### src/hw/db_cfg_pkg.sv
// buffer sizes and slot types, imported by every block of the packet buffer
package db_cfg_pkg;

    // slot memory geometry
    localparam int SLOT_NUM   = 64;
    localparam int SLOT_AW    = 6;
    localparam int SLOT_WIDTH = 32;

    // one slot address
    typedef logic [SLOT_AW-1:0] slot_addr_t;

    // count of slots, has to reach SLOT_NUM itself
    typedef logic [SLOT_AW:0] slot_cnt_t;

    // payload of one flit
    typedef logic [SLOT_WIDTH-1:0] flit_data_t;

    // slot 0 is never handed out and marks the end of nothing
    localparam slot_addr_t NULL_SLOT = '0;

endpackage

### src/hw/db_if_pkg.sv
// payload structs and read opcode of the insert, read and response channels
package db_if_pkg;

    import db_cfg_pkg::*;

    // selects what a read request does with the chain it walks
    typedef enum logic {
        RD_GET    = 1'b0,
        RD_DELETE = 1'b1
    } read_op_e;

    // one flit on the insert channel
    // a flit after a last flit opens the next packet
    typedef struct packed {
        logic       last;
        flit_data_t data;
    } insert_flit_t;

    // one request on the read channel
    typedef struct packed {
        read_op_e   op;
        slot_addr_t count;
        slot_addr_t head;
    } read_req_t;

    // one flit on the response channel
    typedef struct packed {
        logic       start;
        logic       last;
        flit_data_t data;
    } resp_flit_t;

endpackage

### src/hw/db_sdp_ram.sv
// simple dual-port RAM with registered read, holds flit data or next pointers
`timescale 1ns/1ps

module db_sdp_ram
    import db_cfg_pkg::*;
#(
    parameter int DATA_W = 32,
    parameter int DEPTH  = 64
) (
    input  logic              clk,

    // write port
    input  logic              i_we,
    input  slot_addr_t        i_waddr,
    input  logic [DATA_W-1:0] i_wdata,

    // read port, one cycle latency
    input  slot_addr_t        i_raddr,
    output logic [DATA_W-1:0] o_rdata
);

    logic [DATA_W-1:0] mem [DEPTH];

    // write side
    always_ff @(posedge clk) begin
        if (i_we) begin
            mem[i_waddr] <= i_wdata;
        end
    end

    // read side, old data on a same-address collision
    always_ff @(posedge clk) begin
        o_rdata <= mem[i_raddr];
    end

endmodule

### src/hw/db_free_list.sv
// FIFO of free slot addresses with its fill after reset and occupancy count
`timescale 1ns/1ps

module db_free_list
    import db_cfg_pkg::*;
(
    input  logic       clk,
    input  logic       rst,

    // slot returned by a delete
    input  logic       i_push,
    input  slot_addr_t i_push_addr,

    // slot taken by an insert
    input  logic       i_pop,
    output slot_addr_t o_head,

    output logic       o_ready,
    output slot_cnt_t  o_count
);

    slot_addr_t mem [SLOT_NUM];

    slot_addr_t wr_ptr;
    slot_addr_t rd_ptr;
    slot_cnt_t  count;
    slot_cnt_t  init_cnt;

    logic       init_done;
    logic       init_push;
    logic       wr_en;
    slot_addr_t wr_data;

    // fill walks 0..SLOT_NUM-1 and skips the null slot
    assign init_done = (init_cnt == slot_cnt_t'(SLOT_NUM));
    assign init_push = !init_done && (init_cnt != '0);

    assign wr_en   = init_push | i_push;
    assign wr_data = init_push ? init_cnt[SLOT_AW-1:0] : i_push_addr;

    always_ff @(posedge clk or posedge rst) begin
        if (rst) begin
            init_cnt <= '0;
            wr_ptr   <= '0;
            rd_ptr   <= '0;
            count    <= '0;
        end else begin
            if (!init_done) begin
                init_cnt <= init_cnt + slot_cnt_t'(1);
            end
            if (wr_en) begin
                wr_ptr <= wr_ptr + slot_addr_t'(1);
            end
            if (i_pop) begin
                rd_ptr <= rd_ptr + slot_addr_t'(1);
            end
            // push and pop together leave the count alone
            case ({wr_en, i_pop})
                2'b10:   count <= count + slot_cnt_t'(1);
                2'b01:   count <= count - slot_cnt_t'(1);
                default: count <= count;
            endcase
        end
    end

    // storage
    always_ff @(posedge clk) begin
        if (wr_en) begin
            mem[wr_ptr] <= wr_data;
        end
    end

    assign o_head  = mem[rd_ptr];
    assign o_ready = init_done && (count != '0);
    assign o_count = count;

endmodule

### src/hw/db_insert_ctrl.sv
// insert side, takes flits into free slots and links each packet's chain
`timescale 1ns/1ps

module db_insert_ctrl
    import db_cfg_pkg::*;
    import db_if_pkg::*;
(
    input  logic         clk,
    input  logic         rst,

    // insert channel
    input  logic         i_ins_valid,
    input  insert_flit_t i_ins_flit,
    output logic         o_ins_ready,
    output slot_addr_t   o_ins_addr,

    // free list
    input  slot_addr_t   i_free_head,
    input  logic         i_free_ready,
    output logic         o_free_pop,

    // content table write port
    output logic         o_content_we,
    output slot_addr_t   o_content_waddr,
    output flit_data_t   o_content_wdata,

    // next table write port
    output logic         o_next_we,
    output slot_addr_t   o_next_waddr,
    output slot_addr_t   o_next_wdata
);

    typedef enum logic {
        ST_FIRST,
        ST_IN_PKT
    } ins_state_e;

    ins_state_e state;
    slot_addr_t prev_slot;
    logic       xfer;

    assign o_ins_ready = i_free_ready;
    assign xfer        = i_ins_valid && o_ins_ready;

    // slot of the flit being taken, zero when nothing can be taken
    assign o_ins_addr = o_ins_ready ? i_free_head : NULL_SLOT;
    assign o_free_pop = xfer;

    assign o_content_we    = xfer;
    assign o_content_waddr = i_free_head;
    assign o_content_wdata = i_ins_flit.data;

    // link the previous flit of the same packet to this one
    assign o_next_we    = xfer && (state == ST_IN_PKT);
    assign o_next_waddr = prev_slot;
    assign o_next_wdata = i_free_head;

    always_ff @(posedge clk or posedge rst) begin
        if (rst) begin
            state <= ST_FIRST;
        end else if (xfer) begin
            state <= i_ins_flit.last ? ST_FIRST : ST_IN_PKT;
        end
    end

    always_ff @(posedge clk) begin
        if (xfer) begin
            prev_slot <= i_free_head;
        end
    end

endmodule

### src/hw/db_read_ctrl.sv
// read side, walks a stored chain for get or delete and frees slots on delete
`timescale 1ns/1ps

module db_read_ctrl
    import db_cfg_pkg::*;
    import db_if_pkg::*;
(
    input  logic       clk,
    input  logic       rst,

    // read request channel
    input  logic       i_rd_valid,
    input  read_req_t  i_rd_req,
    output logic       o_rd_ready,

    // response channel
    output logic       o_resp_valid,
    output resp_flit_t o_resp_flit,
    input  logic       i_resp_ready,

    // shared read address of both tables
    output slot_addr_t o_raddr,
    input  flit_data_t i_content_rdata,
    input  slot_addr_t i_next_rdata,

    // slots returned by a delete
    output logic       o_free_push,
    output slot_addr_t o_free_push_addr
);

    typedef enum logic {
        ST_IDLE,
        ST_STREAM
    } rd_state_e;

    rd_state_e  state;
    read_op_e   op;
    slot_addr_t remain;
    slot_addr_t total;
    slot_addr_t cur_addr;

    logic       accept;
    logic       take;
    logic       is_last;

    assign o_rd_ready   = (state == ST_IDLE);
    assign o_resp_valid = (state == ST_STREAM);

    assign accept  = i_rd_valid && o_rd_ready;
    assign take    = o_resp_valid && i_resp_ready;
    assign is_last = (remain == slot_addr_t'(1));

    // head on accept, follow the chain on take, otherwise re-read
    // the current slot so both table outputs hold
    always_comb begin
        if (accept) begin
            o_raddr = i_rd_req.head;
        end else if (take) begin
            o_raddr = i_next_rdata;
        end else begin
            o_raddr = cur_addr;
        end
    end

    always_ff @(posedge clk or posedge rst) begin
        if (rst) begin
            state    <= ST_IDLE;
            op       <= RD_GET;
            remain   <= '0;
            total    <= '0;
            cur_addr <= NULL_SLOT;
        end else begin
            // slot whose data sits on the table outputs next cycle
            cur_addr <= o_raddr;
            case (state)
                ST_IDLE: begin
                    if (accept) begin
                        state  <= ST_STREAM;
                        op     <= i_rd_req.op;
                        remain <= i_rd_req.count;
                        total  <= i_rd_req.count;
                    end
                end
                ST_STREAM: begin
                    if (take) begin
                        remain <= remain - slot_addr_t'(1);
                        if (is_last) begin
                            state <= ST_IDLE;
                        end
                    end
                end
                default: begin
                    state <= ST_IDLE;
                end
            endcase
        end
    end

    // response flit
    assign o_resp_flit.start = o_resp_valid && (remain == total);
    assign o_resp_flit.last  = o_resp_valid && is_last;
    assign o_resp_flit.data  = i_content_rdata;

    // a deleted slot goes back once its flit has left
    assign o_free_push      = take && (op == RD_DELETE);
    assign o_free_push_addr = cur_addr;

endmodule

### src/hw/db_top.sv
// packet buffer top, connects both controllers, the two tables and the free list
`timescale 1ns/1ps

module db_top
    import db_cfg_pkg::*;
    import db_if_pkg::*;
(
    input  logic         clk,
    input  logic         rst,

    // insert channel
    input  logic         i_ins_valid,
    input  insert_flit_t i_ins_flit,
    output logic         o_ins_ready,
    output slot_addr_t   o_ins_addr,

    // read channel
    input  logic         i_rd_valid,
    input  read_req_t    i_rd_req,
    output logic         o_rd_ready,
    output logic         o_resp_valid,
    output resp_flit_t   o_resp_flit,
    input  logic         i_resp_ready,

    // free slots left
    output slot_cnt_t    o_free_slots
);

    // free list
    slot_addr_t free_head;
    logic       free_ready;
    logic       free_pop;
    logic       free_push;
    slot_addr_t free_push_addr;

    // table write side
    logic       content_we;
    slot_addr_t content_waddr;
    flit_data_t content_wdata;
    logic       next_we;
    slot_addr_t next_waddr;
    slot_addr_t next_wdata;

    // table read side, one address for both
    slot_addr_t raddr;
    flit_data_t content_rdata;
    slot_addr_t next_rdata;

    db_insert_ctrl u_insert_ctrl (
        .clk             (clk),
        .rst             (rst),
        .i_ins_valid     (i_ins_valid),
        .i_ins_flit      (i_ins_flit),
        .o_ins_ready     (o_ins_ready),
        .o_ins_addr      (o_ins_addr),
        .i_free_head     (free_head),
        .i_free_ready    (free_ready),
        .o_free_pop      (free_pop),
        .o_content_we    (content_we),
        .o_content_waddr (content_waddr),
        .o_content_wdata (content_wdata),
        .o_next_we       (next_we),
        .o_next_waddr    (next_waddr),
        .o_next_wdata    (next_wdata)
    );

    db_read_ctrl u_read_ctrl (
        .clk              (clk),
        .rst              (rst),
        .i_rd_valid       (i_rd_valid),
        .i_rd_req         (i_rd_req),
        .o_rd_ready       (o_rd_ready),
        .o_resp_valid     (o_resp_valid),
        .o_resp_flit      (o_resp_flit),
        .i_resp_ready     (i_resp_ready),
        .o_raddr          (raddr),
        .i_content_rdata  (content_rdata),
        .i_next_rdata     (next_rdata),
        .o_free_push      (free_push),
        .o_free_push_addr (free_push_addr)
    );

    db_free_list u_free_list (
        .clk         (clk),
        .rst         (rst),
        .i_push      (free_push),
        .i_push_addr (free_push_addr),
        .i_pop       (free_pop),
        .o_head      (free_head),
        .o_ready     (free_ready),
        .o_count     (o_free_slots)
    );

    // flit payload per slot
    db_sdp_ram #(
        .DATA_W (SLOT_WIDTH),
        .DEPTH  (SLOT_NUM)
    ) content_table (
        .clk     (clk),
        .i_we    (content_we),
        .i_waddr (content_waddr),
        .i_wdata (content_wdata),
        .i_raddr (raddr),
        .o_rdata (content_rdata)
    );

    // following slot of the same packet
    db_sdp_ram #(
        .DATA_W (SLOT_AW),
        .DEPTH  (SLOT_NUM)
    ) next_table (
        .clk     (clk),
        .i_we    (next_we),
        .i_waddr (next_waddr),
        .i_wdata (next_wdata),
        .i_raddr (raddr),
        .o_rdata (next_rdata)
    );

endmodule

### config.mk
export PLATFORM = sky130hd
export DESIGN_NAME = db_top
export DESIGN_NICKNAME = d
export VERILOG_FILES = /design/src/hw/db_cfg_pkg.sv /design/src/hw/db_if_pkg.sv /design/src/hw/db_sdp_ram.sv /design/src/hw/db_free_list.sv /design/src/hw/db_insert_ctrl.sv /design/src/hw/db_read_ctrl.sv /design/src/hw/db_top.sv
export SDC_FILE = /design/constraint.sdc
export NUM_CORES = 2
export LEC_CHECK = 0
export BUFFER_PORTS_ARGS = -buffer_cell sky130_fd_sc_hd__buf_2
export CORE_MARGIN = 4
export CORE_UTILIZATION = 30
export DETAILED_ROUTE_END_ITERATION = 8
export HOLD_SLACK_MARGIN = 0.12
export PLACE_DENSITY = 0.55
export REMOVE_ABC_BUFFERS = 1
export SYNTH_ARGS = -nofsm -noshare
export SYNTH_HDL_FRONTEND = slang
export SYNTH_SLANG_ARGS = --single-unit
### constraint.sdc
create_clock -name clk -period 17 [get_ports clk]
set_input_delay 0 -clock clk [delete_from_list [all_inputs] [get_ports clk]]
set_output_delay 0 -clock clk [all_outputs]
set_load 0.05 [all_outputs]
Word level (Yosys, flattened, before mapping). Memories as Yosys holds them, arrays and structs flattened. A register that Yosys moved wholly into a read port is not among the register bits. Cells that the tools add are included.

Flip-flop bits (word level): 53. Bits in latches: 0. Bits in writable memories: 2816. Memory bits (read-only): 0. Input bits: 51. Output and inout port bits: 50. Word-level logic and storage cells: 63. Memories kept: 3.

Add/sub/neg operators: 6. $mul: 0. Divide/modulo/power cells: 0. $lt $le $gt $ge: 0. Equal/unequal tests: 7. Shift-type cells: 0. Muxes and demuxes: 19. Bitwise logic cells: 2. Reduce and logical (&&, ||, !) cells: 15.

Memories: content_table.mem (words 64, bits a word 32, read ports 1, clocked after memory_dff 1, wr ports 1, line db_sdp_ram.sv:22) `logic [DATA_W-1:0] mem [DEPTH];`; next_table.mem (words 64, bits a word 6, read ports 1, clocked after memory_dff 1, wr ports 1, line db_sdp_ram.sv:22); u_free_list.mem (words 64, bits a word 6, read ports 1, clocked after memory_dff 0, wr ports 1, line db_free_list.sv:22) `slot_addr_t mem [SLOT_NUM];`.

Operator list (number): 6-bit two-way mux (6); 7-bit by 1-bit adder with 7-bit output, second input constant (2); 7-bit case mux with 2 select lines (1); 7-bit nonzero test (2); 6-bit by 1-bit adder with 6-bit output, second input constant (2); 6-bit case mux with 2 select lines (1); 1-bit two-way mux (10); 1-bit logical AND (9); 7-bit equality test, second input constant (1); 7-bit by 1-bit subtractor with 7-bit output, second input constant (1); 6-bit by 1-bit equality test with 1-bit output, second input constant (1); 6-bit equality test (1); 6-bit by 1-bit subtractor with 6-bit output, second input constant (1); 2-bit inequality test, second input constant (2); 2-bit AND reduction (2); 2-bit by 1-bit equality test with 1-bit output, second input constant (1); 2-bit equality test, second input constant (1); 1-bit case mux with 2 select lines (1); 2-bit nonzero test (1); 1-bit logical NOT (1); 1-bit inverter (1); 1-bit bitwise OR (1).

Depth between registers and ports, before layout.
Word-level depth: 6. Gate-level depth with buffers: 17. Depth with buffers taken out: 15.

Cells and area by module. Synthesis repeated with hierarchy kept, for this count alone.

Cell total of the unflattened synthesis: 5166. Area total of the unflattened synthesis: 112346.5 um^2.

By module, submodules not included: db_sdp_ram at content_table (times used 1, cells an instance 3324, area each 78515.3 um^2, sequential area each 62139.6 um^2); db_free_list (times used 1, cells an instance 905, area each 16613.4 um^2, sequential area each 12181.7 um^2); db_sdp_ram at next_table (times used 1, cells an instance 720, area each 15225.9 um^2, sequential area each 11651.2 um^2); db_read_ctrl (times used 1, cells an instance 153, area each 1362.6 um^2, sequential area each 500.5 um^2); db_insert_ctrl (times used 1, cells an instance 64, area each 629.4 um^2, sequential area each 205.2 um^2).

Worst setup path before layout. No wires, ideal clock.

Path kind: reg-to-reg. Start point: reg u_free_list.rd_ptr[0]. End point: mem content_table.mem[55][0] (enable). Library setup time: 513 ps. Arrival: 6232 ps. Required time: 16487 ps. Path slack: 10255 ps. Stages on the path, launching flop included: 13. Buffers on the path: 5. Clock period less this slack: 6745 ps. Cell sequence: dfrtp_1 > buf_6 > buf_8 > buf_6 > buf_6 > mux4_2 > o22ai_1 > a2111oi_2 > a21oi_2 > nand2_2 > nand3_1 > buf_2 > nor4b_1.

Longest elaborated chain between the ends: 1.

RTL lines: start: declaration (line db_free_list.sv:25) `slot_addr_t rd_ptr;`; start signal: assignment (line db_free_list.sv:55) `rd_ptr <= rd_ptr + slot_addr_t'(1);`; memory read 64 x 6 bit; net content_table.i_waddr[4] (line db_sdp_ram.sv:14) `input slot_addr_t i_waddr,`; end: declaration (line db_sdp_ram.sv:22).

The timed path passes the listed nets, and every way through them passes these cells.

Worst setup path after layout.
Start point: reg u_free_list.rd_ptr[0]. End point: mem content_table.mem[50][20] (enable).

Same word-level chain as after synthesis.

==> flow_metrics.tcl <==
set metrics [dict create \
    drive_gt1_frac 0.1390 \
    wl_per_cell_um 26.07 \
    grt_usage 0.1680 \
    pin_count 101 \
    critical-path-top-cell-by-count "buf_4" \
    drc 0 \
    cap_violations 0 \
    die_w_um 624.8 \
    setup-violations-final 0 \
    clk_pin_slew_worst_paths_ns 0.06 \
    hold_viol 0 \
    core-area_um2 378900 \
    syn_area_um2 114100 \
    synth-seq-cells 2907 \
    slew_headroom 0.03782 \
    antenna_left 0 \
    clk_path_buf_depth 4 \
    switchingPower_w 0.007874 \
    gp_congestion 0.8431 \
    min_period_over_period 0.4224 \
    p_per_area_nw_per_um2 163.4 \
    required_ns 17.54 \
    worstSetupStartpointType "flip-flop" \
    tns_ns 0 \
    mostFrequentLayoutCells "edfxtp_1, nand2_1, nand3_1" \
    worstPathArrival_ns 7.72 \
    final_area_um2 131700 \
    critPathKind "reg -> reg" \
    grt_pass1_wl_um 483300 \
    final_common_cell "edfxtp_1" \
    cpMaxStageDelayCell "nor4_2" \
    final_max_slew_viol_count 0 \
    syn_to_final_growth_pct 15.39 \
    antenna_found_initial 39 \
    dp_hpwl_um 193200 \
    holdWs_ns 0.2246 \
    avgViaCountPerCell 5.222 \
    syn_avg_cell_area_um2 15.24 \
    htreeDepth 5 \
    worstSkewPairLatency_ns 0.92 \
    synth-main-ff-cell "edfxtp_1" \
    dr.pass1.iters 6 \
    seq_power_share 0.376 \
    grt_max_degree 137 \
    yosysSeqAreaShare 0.7594 \
    multi_input_area_um2 25890 \
    n_fill_cell 35830 \
    switching_share 0.3659 \
    cts_tree "yes" \
    grt_pass1_vias 65710 \
    ctsResizeCount 0 \
    worstPathMaxFanout 70 \
    cp_top_family "buffers and inverters" \
    drt_iter0_drc 8443 \
    place_area_um2 121100 \
    synth_edf_count 2822 \
    crit_buf_inv 4 \
    critPathCaptureType "flip-flop" \
    peakVddDrop_v 0.0001849 \
    cts_hold_buf 68 \
    outcome "complete, no violations" \
    power_leakage_nw 43.20 \
    final.min_clock_period_ns 7.181 \
    vias 67820 \
    synthDistinctLibCells 79 \
    cts_sinks 2907 \
    numCtsBuffers 304 \
    fin_util 0.3476 \
    die_area_um2 390400 \
    rsz0062_at_grt "no" \
    post_cts_buffers 0 \
    cp_cell_sequence "buf_4 > buf_4 > mux4_2 > nor2_1 > a2111oi_2 > a21oi_2 > nand2_2 > buf_4 > nand3_1 > nor4_2 > buf_4" \
    clock.fmax_ghz 0.1393 \
    wl_um 338600 \
    clkPwrFrac 0.309 \
    cpPeakStageDelay_ns 0.99 \
    tightest_slew_ns 1.430 \
    root_buffer "clkbuf_16" \
    die_h_um 624.8 \
    grt_overflow 0 \
    skew_ns 0.06958 \
    synthArstFlopShare 0.01617 \
    seqCellArea_um2 86680 \
    synth_cells 7490 \
    core.rowCount 226 \
    start_util 0.3012 \
    yosysWarnings 0 \
    worstHoldPathType "in -> reg" \
    place.port_buffers 100 \
    p_comb_frac 0.314 \
    finalNetCount 7766 \
    p_int_w 0.01365 \
]
==> final cells by class <==
type                       instances  share of cell area
timing repair buffer             378             0.02139
inverter                          19           0.0007315
sequential                      2907              0.6582
clock inverter                   151             0.01236
clock buffer                     407             0.06286
multi-input combinational       4096              0.1966
tap                             5016             0.04765
antenna                           13           0.0002470
==> Yosys cell counts, types with 70 or more instances <==
cell type,instances,area (um^2)
a21oi_1,219,1096
a31oi_1,89,556.8
buf_1,70,262.8
buf_2,127,635.6
clkbuf_1,241,904.6
edfxtp_1,2822,84740
mux2i_1,270,2703
mux4_2,213,4797
nand2_1,1607,6032
nand3_1,816,4084
nor2_1,206,773.2
o221ai_1,82,718.2
==> final timing paths <==
kind,from,end,slack [ns],cells past startpoint
max in group asynchronous,rst,u_free_list.rd_ptr[1],16.01,5
setup reg to reg,u_free_list.rd_ptr[0],content_table.mem[50][20],9.82,11
hold / removal,i_rd_req[4],content_table.o_rdata[16],0.22,6
hold reg to reg,u_free_list.init_cnt[6],u_free_list.init_cnt[6],0.46,1
setup / recovery,u_free_list.rd_ptr[0],content_table.mem[50][20],9.82,11
min in group asynchronous,rst,u_read_ctrl.total[2],0.44,5
==> tightest hold or removal path: cells and delay by family <==
family / cells / cell delay, ns
and+or+nand+nor: 1 / 0.13
AOI/OAI and AO/OA: 2 / 0.18
buffers and inverters: 1 / 0.17
muxes: 2 / 0.60
==> power by group through the flow <==
stage                     Sequential [W]  Clock (W)  Combinational, W
final                            0.00810    0.00666           0.00676
after global placement           0.00825          0           0.00665
after detailed placement         0.00826          0           0.00669
after CTS                        0.00811    0.00677           0.00674
after floorplan                  0.00834          0           0.00471
after global routing             0.00811    0.00708           0.00716
==> stage by stage <==
stage                     power (W)  setup slack (ns)  std cells
after floorplan             0.01304            -7.425       7022
after global placement      0.01490             9.705      12350
after detailed placement    0.01495             9.848      12350
after CTS                   0.02161             9.822      12970
after global routing        0.02235             9.360      12980
final                       0.02152             9.819      12990
==> logic make-up (layout without fill, tap and decap cells) <==
group	after synthesis	in the layout	share of synthesized area
AND/OR/NAND/NOR	2930	2930	0.1132
buffers and inverters	487	955	0.01889
other	0	13	0
flip-flops	2907	2907	0.7594
multiplexers	497	497	0.06709
XOR/XNOR	32	32	0.002456
AO/OA/AOI/OAI	628	628	0.03793
adder cells (fa/ha/maj)	9	9	0.0009866
==> flip-flops by register name, indices dropped and copies added (netlist names), 7 cells and up <==
register and cells:
u_free_list.o_count 7, u_free_list.mem 384, content_table.o_rdata 32, content_table.mem 2048, u_free_list.init_cnt 7, next_table.mem 384
==> per-layer routing <==
layer  share of wire  GRT usage
met1            0.42     0.2367
met2            0.46     0.2633
met3           0.088    0.03362
met4           0.028    0.04776
met5         0.00025          0
Note: power is estimated with default switching activity, not from simulation.
